===== src/source/stat_pkg.sv =====
// Statistics block shared types
package stat_pkg;

    // Counter index, modules use the low STAT_ID_W bits.
    typedef logic [7:0] stat_id_t;

    // Increment amount and counter value.
    typedef logic [15:0] stat_inc_val_t;
    typedef logic [31:0] stat_count_t;  // Wraps modulo 2^32.

    // One increment request.
    typedef struct packed {
        stat_id_t      id;
        stat_inc_val_t inc;
    } stat_inc_t;

    // AXI4-Lite widths.
    typedef logic [15:0] axil_addr_t;  // Byte address.
    typedef logic [31:0] axil_data_t;
    typedef logic [1:0]  axil_resp_t;

    localparam axil_resp_t RESP_OKAY   = 2'd0;
    localparam axil_resp_t RESP_SLVERR = 2'd2;

    // Manager to subordinate, no wstrb.
    typedef struct packed {
        logic       awvalid;
        axil_addr_t awaddr;
        logic       wvalid;
        axil_data_t wdata;
        logic       bready;
        logic       arvalid;
        axil_addr_t araddr;
        logic       rready;
    } axil_req_t;

    // Subordinate to manager.
    typedef struct packed {
        logic       awready;
        logic       wready;
        logic       bvalid;
        axil_resp_t bresp;
        logic       arready;
        logic       rvalid;
        axil_data_t rdata;
        axil_resp_t rresp;
    } axil_rsp_t;

endpackage

===== src/source/stat_ctrl.sv =====
// AXI4-Lite host access control
module stat_ctrl #
(
    parameter STAT_ID_W = 4
)
(
    input  wire                         clk_125mhz,
    input  wire                         arst_n,

    input  wire stat_pkg::axil_req_t    axil_req,
    output stat_pkg::axil_rsp_t         axil_rsp,

    output logic                        pipe_hold,
    input  wire                         pipe_busy,
    input  wire                         init_done,

    output logic                        host_op_valid,
    output logic                        host_op_clear,
    output stat_pkg::stat_id_t          host_id,
    input  wire stat_pkg::stat_count_t  host_rdata
);

typedef enum logic [2:0] {
    ST_IDLE,
    ST_DRAIN,
    ST_ACCESS,
    ST_CAPTURE,
    ST_RD_RESP,
    ST_WR_RESP
} state_t;

state_t               state;
state_t               state_next;
logic                 run_q;
logic                 aw_seen;
logic                 w_seen;
logic                 ar_hs;
logic                 aw_hs;
logic                 w_hs;
logic                 wr_start;
stat_pkg::axil_addr_t aw_addr_q;
stat_pkg::stat_id_t   op_id_q;
logic                 op_write_q;
stat_pkg::axil_resp_t resp_q;
stat_pkg::axil_data_t rdata_q;

// Word aligned and inside the counter range.
function automatic logic addr_ok(stat_pkg::axil_addr_t addr);
    return (addr[1:0] == 2'b00) && ((addr >> 2) < (2**STAT_ID_W));
endfunction

function automatic stat_pkg::stat_id_t addr_id(stat_pkg::axil_addr_t addr);
    return stat_pkg::stat_id_t'(addr[STAT_ID_W+1:2]);
endfunction

always_comb begin
    axil_rsp.arready = (state == ST_IDLE) && run_q;
    axil_rsp.awready = (state == ST_IDLE) && run_q && !aw_seen;
    axil_rsp.wready = (state == ST_IDLE) && run_q && !w_seen;
    axil_rsp.bvalid = (state == ST_WR_RESP);
    axil_rsp.bresp = resp_q;
    axil_rsp.rvalid = (state == ST_RD_RESP);
    axil_rsp.rdata = rdata_q;
    axil_rsp.rresp = resp_q;
end

assign ar_hs = axil_rsp.arready && axil_req.arvalid;
assign aw_hs = axil_rsp.awready && axil_req.awvalid;
assign w_hs = axil_rsp.wready && axil_req.wvalid;
assign wr_start = (state == ST_IDLE) && aw_seen && w_seen && !ar_hs;  // Read wins.

assign pipe_hold = (state != ST_IDLE);
assign host_op_valid = (state == ST_ACCESS);
assign host_op_clear = op_write_q;
assign host_id = op_id_q;

always_comb begin
    state_next = state;
    case (state)
        ST_IDLE: begin
            if (ar_hs) begin
                state_next = addr_ok(axil_req.araddr) ? ST_DRAIN : ST_RD_RESP;
            end else if (wr_start) begin
                state_next = addr_ok(aw_addr_q) ? ST_DRAIN : ST_WR_RESP;
            end
        end
        ST_DRAIN: begin
            if (init_done && !pipe_busy) begin
                state_next = ST_ACCESS;
            end
        end
        ST_ACCESS: state_next = op_write_q ? ST_WR_RESP : ST_CAPTURE;
        ST_CAPTURE: state_next = ST_RD_RESP;
        ST_RD_RESP: begin
            if (axil_req.rready) begin
                state_next = ST_IDLE;
            end
        end
        ST_WR_RESP: begin
            if (axil_req.bready) begin
                state_next = ST_IDLE;
            end
        end
        default: state_next = ST_IDLE;
    endcase
end

always_ff @(posedge clk_125mhz or negedge arst_n) begin
    if (!arst_n) begin
        state <= ST_IDLE;
        run_q <= 1'b0;
        aw_seen <= 1'b0;
        w_seen <= 1'b0;
    end else begin
        state <= state_next;
        run_q <= 1'b1;  // Readies come up one cycle out of reset.
        if (aw_hs) begin
            aw_seen <= 1'b1;
        end else if (wr_start) begin
            aw_seen <= 1'b0;
        end
        if (w_hs) begin
            w_seen <= 1'b1;
        end else if (wr_start) begin
            w_seen <= 1'b0;
        end
    end
end

always_ff @(posedge clk_125mhz) begin
    if (aw_hs) begin
        aw_addr_q <= axil_req.awaddr;
    end
    if (ar_hs) begin
        op_write_q <= 1'b0;
        op_id_q <= addr_id(axil_req.araddr);
        resp_q <= addr_ok(axil_req.araddr) ? stat_pkg::RESP_OKAY : stat_pkg::RESP_SLVERR;
        rdata_q <= '0;  // Error reads return zero.
    end else if (wr_start) begin
        op_write_q <= 1'b1;
        op_id_q <= addr_id(aw_addr_q);
        resp_q <= addr_ok(aw_addr_q) ? stat_pkg::RESP_OKAY : stat_pkg::RESP_SLVERR;
    end
    if (state == ST_CAPTURE) begin
        rdata_q <= host_rdata;
    end
end

endmodule


===== config.mk =====
export PLATFORM = sky130hd
export DESIGN_NAME = stat_ctrl
export DESIGN_NICKNAME = d
export VERILOG_FILES = /design/src/source/stat_pkg.sv /design/src/source/stat_ctrl.sv
export SDC_FILE = /design/constraint.sdc
export NUM_CORES = 1
export LEC_CHECK = 0
export ABC_AREA = 1
export CAP_MARGIN = 5
export CORE_AREA = 2 2 67 69
export DETAILED_ROUTE_END_ITERATION = 10
export DIE_AREA = 0 0 69 71
export DONT_BUFFER_PORTS = 1
export MAX_ROUTING_LAYER = met4
export PLACE_DENSITY = 0.76
export SYNTH_ARGS = -nofsm -noshare
export SYNTH_HDL_FRONTEND = slang
export SYNTH_SLANG_ARGS = --single-unit

===== constraint.sdc =====
create_clock -name clk_125mhz -period 2.3 [get_ports clk_125mhz]
set_input_delay 0.69 -clock clk_125mhz [delete_from_list [all_inputs] [get_ports clk_125mhz]]
set_output_delay 0.69 -clock clk_125mhz [all_outputs]
set_load 0.005 [all_outputs]

# [Yosys cells after proc, flatten, opt, wreduce, memory -nomap -nowiden]
# Index checks and enable logic that the tools add are counted.
[word_totals] out_inout_bits=52 elab_cells=65 register_bits=61
[classes] eq_ne=9 n_mux=20 n_reduce_logical=25 n_lt_le_gt_ge=2
[op_table] operator="$mux W32" n=2
[op_table] operator="$lt A14 B5 Y1 const B" n=2
[op_table] operator="$mux W3" n=8
[op_table] operator="$pmux W3 S6" n=1
[op_table] operator="$logic_and A1 B1 Y1" n=12
[op_table] operator="$mux W2" n=4
[op_table] operator="$mux W4" n=2
[op_table] operator="$reduce_bool A2 Y1" n=4
[op_table] operator="$eq A3 B2 Y1 const B" n=2
[op_table] operator="$eq A3 B3 Y1 const B" n=2
[op_table] operator="$ne A2 B2 Y1 const B" n=3
[op_table] operator="$logic_not A1 Y1" n=4
[op_table] operator="$logic_not A2 Y1" n=2
[op_table] operator="$reduce_and A4 Y1" n=1
[op_table] operator="$eq A3 B1 Y1 const B" n=1
[op_table] operator="$logic_not A3 Y1" n=1
[op_table] operator="$mux W1" n=3
[op_table] operator="$ne A3 B3 Y1 const B" n=1
[op_table] operator="$reduce_bool A3 Y1" n=1

# [Longest topological paths before layout]
[depth] word_depth=8 ltp_mapped=10

# [Worst setup path before layout]
# Ideal clock, no wire load.
[synth_timing] kind="in2reg" start="input port axil_req[17] in the netlist's numbering" end="register rdata_q[0], enable pin" cell_stages=4 t_arrival_ns=1.679 slack_ns=0.231 path_buffers=0 cell_sequence="inv_1 > nor2_8 > inv_4 > nand2_1"
[synth_between] elab_chain_len=2
[synth_lines] item="start, declared" line="stat_ctrl.sv:10" source="input wire stat_pkg::axil_req_t axil_req,"
[synth_lines] item="$logic_and A1 B1 Y1" line="stat_ctrl.sv:67" source="assign ar_hs = axil_rsp.arready && axil_req.arvalid;"
[synth_lines] item="$reduce_bool A2 Y1 (no source line)"
[synth_lines] item="end signal, assigned" line="stat_ctrl.sv:145" source="rdata_q <= host_rdata;"
[synth_lines] item="end, declared" line="stat_ctrl.sv:45" source="stat_pkg::axil_data_t rdata_q;"
# Every way passes these cells.
# A chain may end at the register's enable or synchronous reset.

==> impl_results.md <==
* Outcome: complete, no violations
* Die height at 71 µm
* CP Data Required Time at 1.61 ns
* Final clock skew at 0.002587 ns
* Seq/Total Area, Yosys at 70.44%
* Initial antenna violation count at 0
* Synth cell types at 25
* IO Port Bufs at 0
* Gr ovfl total at 0
* # Max-Cap Violations at 0
* P&R area growth vs syn at 7.654%
* Critical path arrival at 1.22 ns
* F_max at 522.7 MHz
* Mean Syn Cell Area at 10.92 µm²
* Nets at 342
* ANT nets after route at 0
* Crit start category: register
* GRT Util Overall at 18.09%
* DR iter-0 viols at 119
* Initial core utilization at 59.49%
* Clock H-tree levels at 3
* Slew @ Worst Pin at 0.6520 ns
* CTS tree: done
* Crit. End Element: output port
* GP Congestion at 0.7401
* Vias at 1467
* DRC at 0
* Synth top area share at 63.63%
* Largest net degree at the start of global routing at 33
* Most common cell in the netlist: nor2_1
* Final slew viol count at 0
* Cell Pwr Density at 1056 nW/µm²
* Cells after Synth at 229
* DP Wirelength at 3036 µm
* Largest fanout on the critical path at 7
* Global-route wire length before repair at 6285 µm
* Peak VDD IR at 0.6395 mV
* Clk slew on worst S/H paths at 0.06 ns
* Yosys reg bits at 60
* WS Path Type: register to output port
* PnR Total Power at 2.844 mW
* I/O pin total at 157
* Root Driver: clkbuf_8
* Core ar. at 4204 µm²
* RSZ-0062 raised after global routing: false
* DR pass1 iterations at 4
* Clock Path Buffers at 2
* # hold bufs at CTS at 0
* Die W at 69 µm
* Layout cell share with drive strength beyond 1 at 8.678%
* Cell row count at 24
* Worst hold path type: input pin to async pin
* Area of the multi-input gates at 511.7 µm²
* # diodes at 0
* # resized after CTS at 0
* Vias in the first global route at 1368
* CTS buffer count at 9
* Worst-Skew Late Latency at 0.33 ns
* Setup violators final at 0
* Setup TNS at 0 ns
* Register Area at 1762 µm²
* Leading area contributor after synthesis: edfxtp_1
* Final wirelength at 4079 µm
* Yosys warnings at 0
* Drt via density at 4.990
* Synthesized area at 2501 µm²
* DR WL/cell at 13.87 µm
* Leading post-synthesis cells by cell area: edfxtp_1 64%, nor2_1 8.1%, inv_1 6.8%
* Crit share post-route at 83.18%
* Clock sinks at 60
* Min Tclk post-route at 1.913 ns
* Pleak at 1.199 nW
* Die area at 4899 µm²
* Post-synth EDFFs at 53
* Final-report hold violation count at 0
* Synth top cells by count: 54 x nor2_1, 53 x edfxtp_1, 45 x inv_1
* Setup bufs post-CTS at 0
* Synth Flop Type: edfxtp_1
* Relative slew slack at 56.07%
* Synth async-reset ratio at 10.00%
* Fillers at 332
[metrics by stage]
stage	setup slack [ns]	instance area [µm²]	util, %	hold slack, ns	cells
after floorplan	0.2312	2520	-	0.3944	234
after global placement	0.5304	2532	60.24	0.3946	278
after detailed placement	0.4534	2532	60.24	0.3946	278
after CTS	0.3600	2693	64.05	0.03444	294
after global routing	0.3062	2693	64.05	0.03011	294
final	0.3868	2693	64.05	0.05256	294
[logic make-up (layout without fill, tap and decap cells)]
kind of cell	Yosys count	in the layout	share of synthesized area, %
and+or+nand+nor	102	102	17.56
other	2	7	0.3003
AOI/OAI and AO/OA	8	8	1.851
buffers and inverters	57	65	9.855
DFF	60	60	70.44
[path summary, 6_finish.rpt]
| kind | from | end | slack [ns] | cells past startpoint |
|---|---|---|---|---|
| max in group asynchronous | arst_n | w_seen | 2.18 | 0 |
| min in group clk_125mhz | axil_req[54] | aw_addr_q[2] | 0.45 | 0 |
| setup / recovery | state[0] | axil_rsp[39] | 0.39 | 3 |
| setup reg to reg | state[0] | aw_addr_q[6] | 0.48 | 5 |
| hold / removal | arst_n | run_q | 0.05 | 0 |
| hold reg to reg | aw_addr_q[2] | host_id[0] | 0.51 | 2 |
[report_power, final]
part,internal [mW],switching [mW],total [mW]
Clock,0.423,0.360,0.783
Combinational,0.138,0.341,0.479
Sequential,1.45,0.132,1.58
[critical path: stages (launching register included)]
cell     delay, ns
dfrtp_1       0.46
nor2_4        0.14
nand3_4       0.12
nor2_1        0.18
[registers in the layout, summed over array words and instances, names as in the netlist]
signal / count
aw_addr_q: 16
aw_seen: 1
host_id: 4
host_op_clear: 1
rdata_q: 32
resp_q: 1
run_q: 1
state: 3
w_seen: 1
[layout make-up]
cell class / instances / area share (%)
tap: 52 / 2.416
inverter: 47 / 6.645
timing repair buffer: 2 / 0.5576
multi-input combinational: 117 / 19.01
sequential: 60 / 65.43
clock buffer: 16 / 5.948
[layer usage]
metal  vias up  wire (µm)  GRT usage (%)
met1       654       1531          18.60
met4         0        172          14.16
li1        714          -              -
met5         -          0              -
met3        16        329          7.123
met2        83       2047          27.67
[layout by cell type (no fill, tap or decap), types with 2 or more instances in the layout]
cell | synthesis | final
a21oi_1 | 2 | 2
buf_4 | 7 | 2
clkbuf_1 | 0 | 6
clkbuf_8 | 0 | 10
conb_1 | 2 | 7
dfrtp_1 | 6 | 6
edfxtp_1 | 53 | 53
inv_1 | 45 | 45
nand2_1 | 36 | 36
nand2_2 | 2 | 2
nand3_1 | 3 | 3
nor2_1 | 54 | 54
o21ai_0 | 3 | 3
(Power assumes the default switching activity.)
